<file path="config.mk">
export PLATFORM = sky130hd
export DESIGN_NAME = cnfg_slave
export DESIGN_NICKNAME = d
export VERILOG_FILES = /design/src/design/cnfg_pkg.sv /design/src/design/cmd_queue.sv /design/src/design/cnfg_reg_slave.sv /design/src/design/cnfg_slave.sv /design/src/design/cnfg_status.sv
export VERILOG_INCLUDE_DIRS = /design/src /design/src/design
export SDC_FILE = /design/constraint.sdc
export NUM_CORES = 2
export LEC_CHECK = 0
export BUFFER_PORTS_ARGS = -buffer_cell sky130_fd_sc_hd__buf_2
export CORE_ASPECT_RATIO = 1.2
export CORE_MARGIN = 5
export CORE_UTILIZATION = 35
export DETAILED_ROUTE_END_ITERATION = 8
export GPL_TIMING_DRIVEN = 0
export HOLD_SLACK_MARGIN = 0.15
export PLACE_DENSITY_LB_ADDON = 0.1
export SYNTH_ARGS = -nofsm -noshare
export SYNTH_HDL_FRONTEND = slang
export SYNTH_SLANG_ARGS = --single-unit
</file>
<file path="constraint.sdc">
create_clock -name aclk -period 10.1 [get_ports aclk]
set_input_delay 1.515 -clock aclk [delete_from_list [all_inputs] [get_ports aclk]]
set_output_delay 1.515 -clock aclk [all_outputs]
set_load 0.05 [all_outputs]
</file>
<file path="src/design/cnfg_defs.svh">
// Widths and word map are fixed; REG_* values must fit CNFG_ADDR_BITS, queue depth a power of two
`ifndef CNFG_DEFS_SVH
`define CNFG_DEFS_SVH

`define CNFG_DATA_BITS 64
`define CNFG_ADDR_BITS 4
`define CMD_QUEUE_DEPTH 8

// ----------------------------------------
// Register word addresses
// ----------------------------------------
`define REG_CTRL 4'd0
`define REG_VADDR_RD 4'd1
`define REG_LEN_RD 4'd2
`define REG_VADDR_WR 4'd3
`define REG_LEN_WR 4'd4
`define REG_PF_VADDR 4'd5
`define REG_PF_LEN 4'd6
`define REG_DP_SET 4'd7
`define REG_DP_CLR 4'd8
`define REG_TMR_STOP 4'd9
`define REG_TMR_RD 4'd10
`define REG_TMR_WR 4'd11
`define REG_STAT_USED 4'd12
`define REG_STAT_DMA 4'd13
`define REG_STAT_SENT 4'd14
`define REG_STAT_PFAULTS 4'd15

// ----------------------------------------
// Control word bit positions
// ----------------------------------------
`define CTRL_START_RD 0
`define CTRL_START_WR 1
`define CTRL_SYNC_RD 2
`define CTRL_SYNC_WR 3
`define CTRL_STREAM_RD 4
`define CTRL_STREAM_WR 5
`define CTRL_CLR_STAT_RD 6
`define CTRL_CLR_STAT_WR 7
`define CTRL_CLR_IRQ 8
`define CTRL_DEST_RD 9
`define CTRL_DEST_WR 13

`endif

</file>
<file path="src/design/cnfg_pkg.sv">
// Field widths are fixed here; stat_t layout is what the read multiplexer expects
`include "cnfg_defs.svh"

package cnfg_pkg;

  typedef logic [47:0] vaddr_t;
  typedef logic [27:0] len_t;
  typedef logic [3:0] dest_t;
  typedef logic [31:0] cnt_t;
  typedef logic [63:0] tmr_t;
  typedef logic [`CNFG_DATA_BITS-1:0] word_t;
  typedef logic [`CNFG_ADDR_BITS-1:0] reg_addr_t;

  // One DMA descriptor
  typedef struct packed {
    vaddr_t vaddr;
    len_t len;
    logic sync;
    logic ctl;
    logic stream;
    dest_t dest;
  } dma_req_t;

  // Single-beat register bus request
  typedef struct packed {
    logic wr;
    reg_addr_t addr;
    word_t wdata;
  } reg_req_t;

  typedef struct packed {
    logic miss;
    vaddr_t vaddr;
    len_t len;
  } pf_t;

  // Completion flags, any subset may be set
  typedef struct packed {
    logic host;
    logic card;
    logic sync;
  } done_t;

  typedef struct packed {
    cnt_t dma_rd;
    cnt_t dma_wr;
    cnt_t sent_rd;
    cnt_t sent_wr;
    cnt_t pfaults;
    tmr_t tmr_rd;
    tmr_t tmr_wr;
    word_t pf_vaddr;
    word_t pf_len;
  } stat_t;

endpackage

</file>
<file path="src/design/cmd_queue.sv">
// DEPTH must be a power of two; pushes into a full queue are silently dropped
`timescale 1ns/1ps
`include "cnfg_defs.svh"

module cmd_queue #(
  parameter int DEPTH = `CMD_QUEUE_DEPTH
) (
  input  logic               aclk,
  input  logic               aresetn,
  input  cnfg_pkg::dma_req_t in_data,
  input  logic               in_valid,
  output cnfg_pkg::dma_req_t out_data,
  output logic               out_valid,
  input  logic               out_ready,
  output cnfg_pkg::cnt_t     used
);
  import cnfg_pkg::*;

  localparam int PTR_BITS = $clog2(DEPTH);

  dma_req_t mem [DEPTH];
  logic [PTR_BITS-1:0] wr_ptr;
  logic [PTR_BITS-1:0] rd_ptr;
  logic [PTR_BITS:0] count;
  logic full;
  logic push;
  logic pop;

  assign full = (count == (PTR_BITS+1)'(DEPTH));
  assign push = in_valid && !full;
  assign pop = out_valid && out_ready;

  assign out_valid = (count != '0);
  assign out_data = mem[rd_ptr];
  assign used = cnt_t'(count);

  always_ff @(posedge aclk)
  begin
    if (push)
      mem[wr_ptr] <= in_data;
  end

  // Pointers wrap naturally at the power-of-two depth
  always_ff @(posedge aclk or negedge aresetn)
  begin
    if (!aresetn)
    begin
      wr_ptr <= '0;
      rd_ptr <= '0;
      count <= '0;
    end
    else
    begin
      if (push)
        wr_ptr <= wr_ptr + 1'b1;
      if (pop)
        rd_ptr <= rd_ptr + 1'b1;
      case ({push, pop})
        2'b10: count <= count + 1'b1;
        2'b01: count <= count - 1'b1;
        default: ;
      endcase
    end
  end

  // Overflowing push is lost, occupancy stays pinned
  full_drop_a: assert property (@(posedge aclk) disable iff (!aresetn)
    in_valid && full && !pop |=> $stable(used));

endmodule

</file>
<file path="src/design/cnfg_reg_slave.sv">
// Single outstanding request only; whole-word writes, no strobes; REG_CTRL is write-only
`timescale 1ns/1ps
`include "cnfg_defs.svh"

module cnfg_reg_slave (
  input  logic              aclk,
  input  logic              aresetn,
  input  cnfg_pkg::reg_req_t req,
  input  logic              req_valid,
  output logic              req_ready,
  output cnfg_pkg::word_t   rsp_data,
  output logic              rsp_valid,
  input  logic              rsp_ready,
  output cnfg_pkg::dma_req_t rd_desc,
  output cnfg_pkg::dma_req_t wr_desc,
  output logic              rd_push,
  output logic              wr_push,
  input  cnfg_pkg::cnt_t    rd_used,
  input  cnfg_pkg::cnt_t    wr_used,
  input  cnfg_pkg::stat_t   stat,
  output cnfg_pkg::cnt_t    tmr_stop,
  output logic              clr_rd,
  output logic              clr_wr,
  output logic              clr_irq,
  output logic              decouple
);
  import cnfg_pkg::*;

  logic accept;
  logic wr_acc;
  logic ctrl_wr;
  logic rsp_pending;
  word_t rd_data;
  word_t dp_word;
  vaddr_t vaddr_rd;
  vaddr_t vaddr_wr;
  len_t len_rd;
  len_t len_wr;

  function automatic dma_req_t make_desc(vaddr_t va, len_t ln, logic sy, logic st, dest_t ds);
    dma_req_t d;
    d.vaddr = va;
    d.len = ln;
    d.sync = sy;
    d.ctl = 1'b1;
    d.stream = st;
    d.dest = ds;
    return d;
  endfunction

  // ----------------------------------------
  // Bus handshake
  // ----------------------------------------
  assign accept = req_valid && req_ready;
  assign wr_acc = accept && req.wr;
  assign ctrl_wr = wr_acc && (req.addr == `REG_CTRL);
  // Busy while a response is waiting or about to be issued
  assign rsp_pending = accept || (rsp_valid && !rsp_ready);

  always_ff @(posedge aclk or negedge aresetn)
  begin
    if (!aresetn)
    begin
      rsp_valid <= 1'b0;
      req_ready <= 1'b0;
    end
    else
    begin
      rsp_valid <= rsp_pending;
      req_ready <= !rsp_pending;
    end
  end

  always_ff @(posedge aclk)
  begin
    if (accept)
      rsp_data <= req.wr ? '0 : rd_data;
  end

  // ----------------------------------------
  // Writable words
  // ----------------------------------------
  always_ff @(posedge aclk)
  begin
    if (wr_acc)
    begin
      case (req.addr)
        `REG_VADDR_RD: vaddr_rd <= vaddr_t'(req.wdata);
        `REG_LEN_RD:   len_rd <= len_t'(req.wdata);
        `REG_VADDR_WR: vaddr_wr <= vaddr_t'(req.wdata);
        `REG_LEN_WR:   len_wr <= len_t'(req.wdata);
        default: ;
      endcase
    end
  end

  always_ff @(posedge aclk or negedge aresetn)
  begin
    if (!aresetn)
    begin
      dp_word <= '0;
      tmr_stop <= cnt_t'(1);
    end
    else if (wr_acc)
    begin
      case (req.addr)
        `REG_DP_SET:   dp_word <= dp_word | req.wdata;
        `REG_DP_CLR:   dp_word <= dp_word & ~req.wdata;
        `REG_TMR_STOP: tmr_stop <= cnt_t'(req.wdata);
        default: ;
      endcase
    end
  end

  assign decouple = dp_word[0];

  // ----------------------------------------
  // Control word into pulses
  // ----------------------------------------
  always_ff @(posedge aclk or negedge aresetn)
  begin
    if (!aresetn)
    begin
      rd_push <= 1'b0;
      wr_push <= 1'b0;
      clr_rd <= 1'b0;
      clr_wr <= 1'b0;
      clr_irq <= 1'b0;
    end
    else
    begin
      rd_push <= ctrl_wr && req.wdata[`CTRL_START_RD];
      wr_push <= ctrl_wr && req.wdata[`CTRL_START_WR];
      clr_rd <= ctrl_wr && req.wdata[`CTRL_CLR_STAT_RD];
      clr_wr <= ctrl_wr && req.wdata[`CTRL_CLR_STAT_WR];
      clr_irq <= ctrl_wr && req.wdata[`CTRL_CLR_IRQ];
    end
  end

  // Descriptor takes staged address and length plus flags of the same control write
  always_ff @(posedge aclk)
  begin
    if (ctrl_wr)
    begin
      rd_desc <= make_desc(vaddr_rd, len_rd, req.wdata[`CTRL_SYNC_RD],
                           req.wdata[`CTRL_STREAM_RD], req.wdata[`CTRL_DEST_RD +: 4]);
      wr_desc <= make_desc(vaddr_wr, len_wr, req.wdata[`CTRL_SYNC_WR],
                           req.wdata[`CTRL_STREAM_WR], req.wdata[`CTRL_DEST_WR +: 4]);
    end
  end

  // ----------------------------------------
  // Read multiplexer
  // ----------------------------------------
  always_comb
  begin
    rd_data = '0;
    case (req.addr)
      `REG_VADDR_RD:     rd_data = word_t'(vaddr_rd);
      `REG_LEN_RD:       rd_data = word_t'(len_rd);
      `REG_VADDR_WR:     rd_data = word_t'(vaddr_wr);
      `REG_LEN_WR:       rd_data = word_t'(len_wr);
      `REG_PF_VADDR:     rd_data = stat.pf_vaddr;
      `REG_PF_LEN:       rd_data = stat.pf_len;
      `REG_DP_SET,
      `REG_DP_CLR:       rd_data = dp_word;
      `REG_TMR_STOP:     rd_data = word_t'(tmr_stop);
      `REG_TMR_RD:       rd_data = stat.tmr_rd;
      `REG_TMR_WR:       rd_data = stat.tmr_wr;
      `REG_STAT_USED:    rd_data = {wr_used, rd_used};
      `REG_STAT_DMA:     rd_data = {stat.dma_wr, stat.dma_rd};
      `REG_STAT_SENT:    rd_data = {stat.sent_wr, stat.sent_rd};
      `REG_STAT_PFAULTS: rd_data = word_t'(stat.pfaults);
      default: ;
    endcase
  end

  // Held response must not move until the host takes it
  rsp_hold_a: assert property (@(posedge aclk) disable iff (!aresetn)
    rsp_valid && !rsp_ready |=> rsp_valid && $stable(rsp_data));

endmodule

</file>
<file path="src/design/cnfg_slave.sv">
// DMA engine must hold rd_pf/wr_pf miss for one cycle per fault; done inputs are single pulses
`timescale 1ns/1ps
`include "cnfg_defs.svh"

module cnfg_slave (
  input  logic               aclk,
  input  logic               aresetn,
  input  cnfg_pkg::reg_req_t req,
  input  logic               req_valid,
  output logic               req_ready,
  output cnfg_pkg::word_t    rsp_data,
  output logic               rsp_valid,
  input  logic               rsp_ready,
  output cnfg_pkg::dma_req_t rd_req,
  output cnfg_pkg::dma_req_t wr_req,
  output logic               rd_req_valid,
  output logic               wr_req_valid,
  input  logic               rd_req_ready,
  input  logic               wr_req_ready,
  input  cnfg_pkg::done_t    rd_done,
  input  cnfg_pkg::done_t    wr_done,
  input  cnfg_pkg::pf_t      rd_pf,
  input  cnfg_pkg::pf_t      wr_pf,
  output logic               pf_irq,
  output logic               pf_restart,
  output logic               decouple
);
  import cnfg_pkg::*;

  dma_req_t rd_desc;
  dma_req_t wr_desc;
  logic rd_push;
  logic wr_push;
  cnt_t rd_used;
  cnt_t wr_used;
  cnt_t tmr_stop;
  stat_t stat;
  logic clr_rd;
  logic clr_wr;
  logic clr_irq;
  logic rd_sent;
  logic wr_sent;

  // Descriptors handed to the DMA engine
  assign rd_sent = rd_req_valid && rd_req_ready;
  assign wr_sent = wr_req_valid && wr_req_ready;

  cnfg_reg_slave reg_slave_i (
    .aclk(aclk), .aresetn(aresetn),
    .req(req), .req_valid(req_valid), .req_ready(req_ready),
    .rsp_data(rsp_data), .rsp_valid(rsp_valid), .rsp_ready(rsp_ready),
    .rd_desc(rd_desc), .wr_desc(wr_desc), .rd_push(rd_push), .wr_push(wr_push),
    .rd_used(rd_used), .wr_used(wr_used), .stat(stat), .tmr_stop(tmr_stop),
    .clr_rd(clr_rd), .clr_wr(clr_wr), .clr_irq(clr_irq), .decouple(decouple)
  );

  cmd_queue #(.DEPTH(`CMD_QUEUE_DEPTH)) rd_queue_i (
    .aclk(aclk), .aresetn(aresetn),
    .in_data(rd_desc), .in_valid(rd_push),
    .out_data(rd_req), .out_valid(rd_req_valid), .out_ready(rd_req_ready),
    .used(rd_used)
  );

  cmd_queue #(.DEPTH(`CMD_QUEUE_DEPTH)) wr_queue_i (
    .aclk(aclk), .aresetn(aresetn),
    .in_data(wr_desc), .in_valid(wr_push),
    .out_data(wr_req), .out_valid(wr_req_valid), .out_ready(wr_req_ready),
    .used(wr_used)
  );

  cnfg_status status_i (
    .aclk(aclk), .aresetn(aresetn),
    .rd_done(rd_done), .wr_done(wr_done), .rd_pf(rd_pf), .wr_pf(wr_pf),
    .rd_sent(rd_sent), .wr_sent(wr_sent), .tmr_stop(tmr_stop),
    .clr_rd(clr_rd), .clr_wr(clr_wr), .clr_irq(clr_irq),
    .stat(stat), .pf_irq(pf_irq), .pf_restart(pf_restart)
  );

endmodule

</file>
<file path="src/design/cnfg_status.sv">
// Counters wrap at 32 bits; a read-side fault wins when both sides miss together
`timescale 1ns/1ps

module cnfg_status (
  input  logic            aclk,
  input  logic            aresetn,
  input  cnfg_pkg::done_t rd_done,
  input  cnfg_pkg::done_t wr_done,
  input  cnfg_pkg::pf_t   rd_pf,
  input  cnfg_pkg::pf_t   wr_pf,
  input  logic            rd_sent,
  input  logic            wr_sent,
  input  cnfg_pkg::cnt_t  tmr_stop,
  input  logic            clr_rd,
  input  logic            clr_wr,
  input  logic            clr_irq,
  output cnfg_pkg::stat_t stat,
  output logic            pf_irq,
  output logic            pf_restart
);
  import cnfg_pkg::*;

  cnt_t dma_rd;
  cnt_t dma_wr;
  cnt_t sent_rd;
  cnt_t sent_wr;
  cnt_t pfaults;
  tmr_t tmr_rd;
  tmr_t tmr_wr;
  vaddr_t pf_vaddr;
  len_t pf_len;
  logic miss;

  // One completion may report up to three done bits
  function automatic cnt_t done_bits(done_t d);
    return cnt_t'(d.host) + cnt_t'(d.card) + cnt_t'(d.sync);
  endfunction

  assign miss = rd_pf.miss || wr_pf.miss;

  // ----------------------------------------
  // Counters and timers
  // ----------------------------------------
  always_ff @(posedge aclk or negedge aresetn)
  begin
    if (!aresetn)
    begin
      dma_rd <= '0;
      dma_wr <= '0;
      sent_rd <= '0;
      sent_wr <= '0;
      pfaults <= '0;
      tmr_rd <= '0;
      tmr_wr <= '0;
    end
    else
    begin
      dma_rd <= clr_rd ? '0 : dma_rd + done_bits(rd_done);
      dma_wr <= clr_wr ? '0 : dma_wr + done_bits(wr_done);
      sent_rd <= clr_rd ? '0 : sent_rd + cnt_t'(rd_sent);
      sent_wr <= clr_wr ? '0 : sent_wr + cnt_t'(wr_sent);
      pfaults <= (clr_rd || clr_wr) ? '0 : pfaults + cnt_t'(miss);
      // Timers freeze once enough completions are seen
      tmr_rd <= clr_rd ? '0 : (dma_rd < tmr_stop) ? tmr_rd + 1'b1 : tmr_rd;
      tmr_wr <= clr_wr ? '0 : (dma_wr < tmr_stop) ? tmr_wr + 1'b1 : tmr_wr;
    end
  end

  // ----------------------------------------
  // Page fault capture and interrupt
  // ----------------------------------------
  always_ff @(posedge aclk or negedge aresetn)
  begin
    if (!aresetn)
    begin
      pf_vaddr <= '0;
      pf_len <= '0;
      pf_irq <= 1'b0;
      pf_restart <= 1'b0;
    end
    else
    begin
      pf_restart <= clr_irq;
      if (clr_irq)
        pf_irq <= 1'b0;
      // New miss beats a clear in the same cycle
      if (miss)
      begin
        pf_irq <= 1'b1;
        pf_vaddr <= rd_pf.miss ? rd_pf.vaddr : wr_pf.vaddr;
        pf_len <= rd_pf.miss ? rd_pf.len : wr_pf.len;
      end
    end
  end

  always_comb
  begin
    stat.dma_rd = dma_rd;
    stat.dma_wr = dma_wr;
    stat.sent_rd = sent_rd;
    stat.sent_wr = sent_wr;
    stat.pfaults = pfaults;
    stat.tmr_rd = tmr_rd;
    stat.tmr_wr = tmr_wr;
    stat.pf_vaddr = word_t'(pf_vaddr);
    stat.pf_len = word_t'(pf_len);
  end

endmodule

</file>
# --- Word-level counts from Yosys, hierarchy flattened ---
# Memory sizes are Yosys's and may differ from the RTL's.
# Index checks and enable logic that the tools add are counted.
word_totals:
  ff_bits: 869
  mem_bits_rw: 1312
  out_inout_bits: 237
  elab_cells: 145
  memories: 2
memory_table:
  columns: ["memory", "depth", "width", "rd", "rd_ports_with_merged_regs", "wr", "line_no", "rtl"]
  rows:
  - ["rd_queue_i.mem", 8, 82, 1, 0, 1, "cmd_queue.sv:21", "dma_req_t mem [DEPTH];"]
  - ["wr_queue_i.mem", 8, 82, 1, 0, 1, "cmd_queue.sv:21", null]
op_classes:
  addsub: 19
  magnitude_cmp: 2
  n_eq_ne: 21
  n_mux: 21
  bitwise_logic: 3
  n_reduce_logical: 36
ops:
  columns: ["cell", "n"]
  rows:
  - ["64-bit case mux with 14 select lines", 1]
  - ["64-bit two-way mux", 4]
  - ["32-bit by 1-bit adder with 32-bit output", 5]
  - ["32-bit two-way mux", 5]
  - ["64-bit by 1-bit adder with 64-bit output, second input constant", 2]
  - ["64-bit case mux with 2 select lines", 1]
  - ["32-bit adder", 2]
  - ["64-bit AND", 1]
  - ["32-bit < comparator", 2]
  - ["64-bit inverter", 1]
  - ["64-bit bitwise OR", 1]
  - ["48-bit two-way mux", 1]
  - ["4-bit == test, second input constant", 10]
  - ["28-bit two-way mux", 1]
  - ["4-bit by 3-bit == test with 1-bit output, second input constant", 4]
  - ["4-bit case mux with 2 select lines", 2]
  - ["1-bit logical AND", 13]
  - ["3-bit by 1-bit adder with 3-bit output, second input constant", 4]
  - ["2-bit AND reduction", 6]
  - ["2-bit nonzero test", 6]
  - ["4-bit by 1-bit adder with 4-bit output, second input constant", 2]
  - ["4-bit by 2-bit == test with 1-bit output, second input constant", 2]
  - ["4-bit nonzero test", 2]
  - ["4-bit by 1-bit subtractor with 4-bit output, second input constant", 2]
  - ["other kinds (9)", 22]

# --- Longest topological paths before layout ---
logic_depth:
  word_depth: 5
  depth_mapped: 14
  ltp_nobuf: 13

# --- Cells and area by module ---
# Synthesis repeated with hierarchy kept, for this count alone.
hier_totals:
  hier_cells: 5785
  area_unflattened_um2: 93444.6
by_module_without_submodules:
  columns: ["module", "instances", "cells_per_inst", "area_per_inst_um2"]
  rows:
  - ["cmd_queue at wr_queue_i", 1, 1052, 25769.7]
  - ["cmd_queue at rd_queue_i", 1, 1053, 25759.7]
  - ["cnfg_reg_slave", 1, 1448, 21277.9]
  - ["cnfg_status", 1, 2230, 20624.8]
  - ["cnfg_slave", 1, 2, 12.5]

# --- Worst setup path after synthesis ---
# Ideal clock, no wire load.
synth_timing:
  path_type: "input port to flip-flop"
  from: "input port req_valid"
  to: "register, netlist name reg_slave_i.rd_desc[0]"
  arrival_time_ns: 10.270
  required_ns: 9.405
  slack_ns: -0.865
  path_stages: 4
  n_path_buf: 0
  path_cell_list: "nand2_1 > inv_1 > nand2_1 > nor2_1"
synth_via:
  elab_chain_len: 3
synth_lines:
  columns: ["element", "line_no", "rtl"]
  rows:
  - ["start, declared", "cnfg_slave.sv:9", "input logic req_valid,"]
  - ["1-bit logical AND", "cnfg_reg_slave.sv:54", "assign accept = req_valid && req_ready;"]
  - ["net reg_slave_i.accept", "cnfg_reg_slave.sv:29", "logic accept;"]
  - ["1-bit logical AND", "cnfg_reg_slave.sv:55", "assign wr_acc = accept && req.wr;"]
  - ["1-bit logical AND", "cnfg_reg_slave.sv:56", "assign ctrl_wr = wr_acc && (req.addr == `REG_CTRL);"]
  - ["net reg_slave_i.ctrl_wr", "cnfg_reg_slave.sv:31", "logic ctrl_wr;"]
# The timed path passes the listed nets, and every way through them passes these cells.
# A chain may end at the register's enable or synchronous reset.

==> results.py <==
metrics = {
    "global_route": {
        "grt_pass1_vias": 54900,
        "grt_overflow": 0,
        "antenna_found_initial": 60,
        "grt_first_pass_wirelength_um": 457000,
        "grtUsageTotal": 0.247,
        "grt_max_degree": 95,
    },
    "detailed_routing": {
        "wl_per_cell_um": 33.9,
        "drt_iter0_markers": 6163,
        "via_count": 54800,
        "vias_per_cell": 5.58,
        "drc": 0,
        "antenna_left": 0,
        "wl_um": 333000,
        "drt-pass1-iter-count": 9,
    },
    "power_and_ir_drop": {
        "combPwrFrac": 0.269,
        "ir_drop_v": 0.000181,
        "power_density_nw_per_um2": 249,
        "power_frac_clock": 0.338,
        "power.internal_w": 0.0176,
        "sw_frac_of_total": 0.333,
        "power_switching_w": 0.00875,
        "power.leakage_nw": 37.3,
        "seqPwrFrac": 0.393,
    },
    "cts": {
        "ctsResizeCount": 0,
        "post_cts_buffers": 0,
        "insertion_delay_ns": 0.90,
        "cts_buffers": 233,
        "ctsLongestPathBuffers": 4,
        "cts_root_buffer": "clkbuf_16",
        "cts.sinks": 2181,
        "hold_buffers": 0,
        "cts_tree": "built",
        "cts.clk_slew.worst_paths_ns": 0.06,
        "h-tree-depth": 4,
    },
    "timing": {
        "rsz0062_at_grt": "no",
        "finalClockSkew_ns": 0.0592,
        "layout_min_cycle_time_ns": 5.98,
        "slew_headroom": -0.0463,
        "setup_viol": 0,
        "worst_slack_ns": 4.12,
        "worst_pin_slew_ns": 1.57,
        "fmax_mhz": 167,
        "finalHoldViolations": 0,
        "period_share": 0.592,
        "final_max_slew_viol_count": 66,
        "tns_ns": 0,
    },
    "synthesis": {
        "yosysSeqAreaShare": 0.711,
        "async_reset_ff_frac": 0.224,
        "synth_ff_type": "edfxtp_1",
        "synth-seq-cells": 2181,
        "synth_edf_count": 1692,
        "ys_types": 79,
        "syn_area_sq_um": 88700,
        "synthCells": 5378,
        "yosysWarnings": 0,
        "post_synth.cell_area_avg_sq_um": 16.5,
    },
    "setup_path": {
        "path_class": "reg2out",
        "worstSetupStartpoint": "wr_queue_i.rd_ptr[0]",
        "worstSetupStartpointType": "register",
        "end_kind": "primary output",
        "critPathMaxFanout": 10,
        "reg2reg_to": "status_i.tmr_wr[61]",
        "rr_startpoint": "status_i.dma_wr[19]",
        "crit_required_ns": 8.59,
        "reg2regPathDepth": 8,
        "r2r_slack_ns": 5.40,
        "arrival_ns": 4.47,
    },
    "placed_design": {
        "place_inst": 9378,
        "io_buffers": 467,
        "place_congestion": 0.961,
        "hpwl_um": 249000,
        "preCtsSetupSlack_ns": 4.39,
        "placed_area_sq_um": 97800,
    },
    "layout": {
        "regArea_sq_um": 63000,
        "fin_util": 0.419,
        "post_route_cells_drive_above_1_share": 0.249,
        "area_growth_pct": 19.2,
        "nNetsFinal": 6572,
        "layout_common_cells": "edfxtp_1 (1692), dfrtp_1 (488), buf_2 (478)",
        "layout_commonest_cell": "edfxtp_1",
        "fin_area_sq_um": 106000,
        "multi_input_area_sq_um": 24400,
        "fillers": 23000,
        "final_cells": 9830,
    },
    "outcome": {
        "status": "finished, violations left",
        "violations": "capacitance limit, slew limit",
    },
    "min_path": {
        "worstHoldStart": "reg_slave_i.clr_irq",
        "whs_endpoint": "status_i.pf_restart",
        "holdCritPathClass": "reg2reg",
        "holdPathStages": 0,
    },
    "die": {
        "ios": 472,
        "die_h_um": 562,
        "die_x_um": 470,
        "start_util": 0.351,
        "coreArea_sq_um": 252000,
        "die-area_sq_um": 264000,
        "rows": 202,
    },
    "flow_run": {
        "max_cap_violations": 8,
    },
}
-- flip-flops by register name, summed over array words and instances (netlist names), 48 cells and up, named ones only --
name,count
status_i.tmr_wr,64
rd_queue_i.mem,656
reg_slave_i.wr_desc,82
wr_queue_i.mem,656
reg_slave_i.rsp_data,64
status_i.tmr_rd,64
reg_slave_i.vaddr_rd,48
reg_slave_i.vaddr_wr,48
reg_slave_i.rd_desc,82
status_i.pf_vaddr,48
-- power groups by stage --
stage / Clock (W) / Sequential, W / Combinational, W
after global routing: 0.00942 / 0.0103 / 0.00752
after CTS: 0.00907 / 0.0103 / 0.00725
final: 0.00889 / 0.0103 / 0.00707
after detailed placement: 0 / 0.0105 / 0.00722
after floorplan: 0 / 0.0103 / 0.00500
after global placement: 0 / 0.0105 / 0.00717
-- metrics by stage --
step	hold WS [ns]	total power, W
2_1_floorplan	0.354	0.0153
3_5_place_dp	0.366	0.0177
3_3_place_gp	0.364	0.0177
6_report	0.379	0.0263
4_1_cts	0.380	0.0266
5_1_grt	0.391	0.0273
-- Yosys cell counts, types with 64 or more instances --
cell type  number  share of area
nor2_1        274          0.012
a22oi_1       112         0.0095
a21oi_1       209          0.012
xnor2_1        72         0.0071
a31oi_1       116         0.0082
mux4_2        328          0.083
o21ai_0       175         0.0099
mux2_2        202          0.026
a221oi_1       66         0.0065
dfrtp_1       488           0.14
nand3_1       136         0.0077
nand4_1        71         0.0050
inv_1         102         0.0043
ha_1           84          0.012
clkbuf_1      217         0.0092
mux2i_1        76         0.0086
a22o_1         64         0.0063
xor2_1         96         0.0095
nand2_1       289          0.012
edfxtp_1     1692           0.57
-- worst max-delay path: stages (launching register included) --
cell and delay, ns:
dfrtp_1 0.34, clkbuf_1 0.18, clkbuf_1 1.01, buf_1 0.88, mux4_2 0.63, mux2_2 0.33
buf_2 0.23
-- area by class of cell --
| class | count | share of cell area |
|---|---|---|
| diodes | 27 | 0.000639 |
| plain buffers | 278 | 0.0102 |
| clock buffers | 282 | 0.0587 |
| clock inverters | 143 | 0.0154 |
| inverters | 102 | 0.00365 |
| multi-input cells | 2818 | 0.231 |
| flip-flops and latches | 2181 | 0.596 |
| well taps | 3366 | 0.0398 |
| repair buffers | 633 | 0.0445 |
-- kinds of logic after synthesis --
group / after synthesis / synth area share
other: 1 / 0.0000423
DFF: 2181 / 0.711
AOI/OAI and AO/OA: 856 / 0.0641
muxes: 606 / 0.117
adders and majority gates: 90 / 0.0132
xor gates and xnor gates: 168 / 0.0166
buffers and inverters: 380 / 0.0163
and+or+nand+nor: 1096 / 0.0616
-- worst max-delay path by stage --
stage	endpoint	slack, ns	cells after the start
after global placement	wr_queue_i.mem[2][25]	-10.92	5
after global routing	wr_req[36]	3.84	6
after floorplan	wr_queue_i.mem[2][0]	0.09	5
after CTS	wr_req[36]	3.94	6
after detailed placement	status_i.dma_rd[29]	4.39	11
final	wr_req[60]	4.12	6
-- metal layers --
| layer | GRT usage | vias up | share of wire |
|---|---|---|---|
| li1 | - | 23000 | - |
| met1 | 0.321 | 28800 | 0.40 |
| met2 | 0.386 | 2289 | 0.46 |
| met3 | 0.0403 | 664 | 0.062 |
| met4 | 0.158 | 20 | 0.075 |
| met5 | 0 | - | 0.00040 |
(Power assumes the default switching activity.)
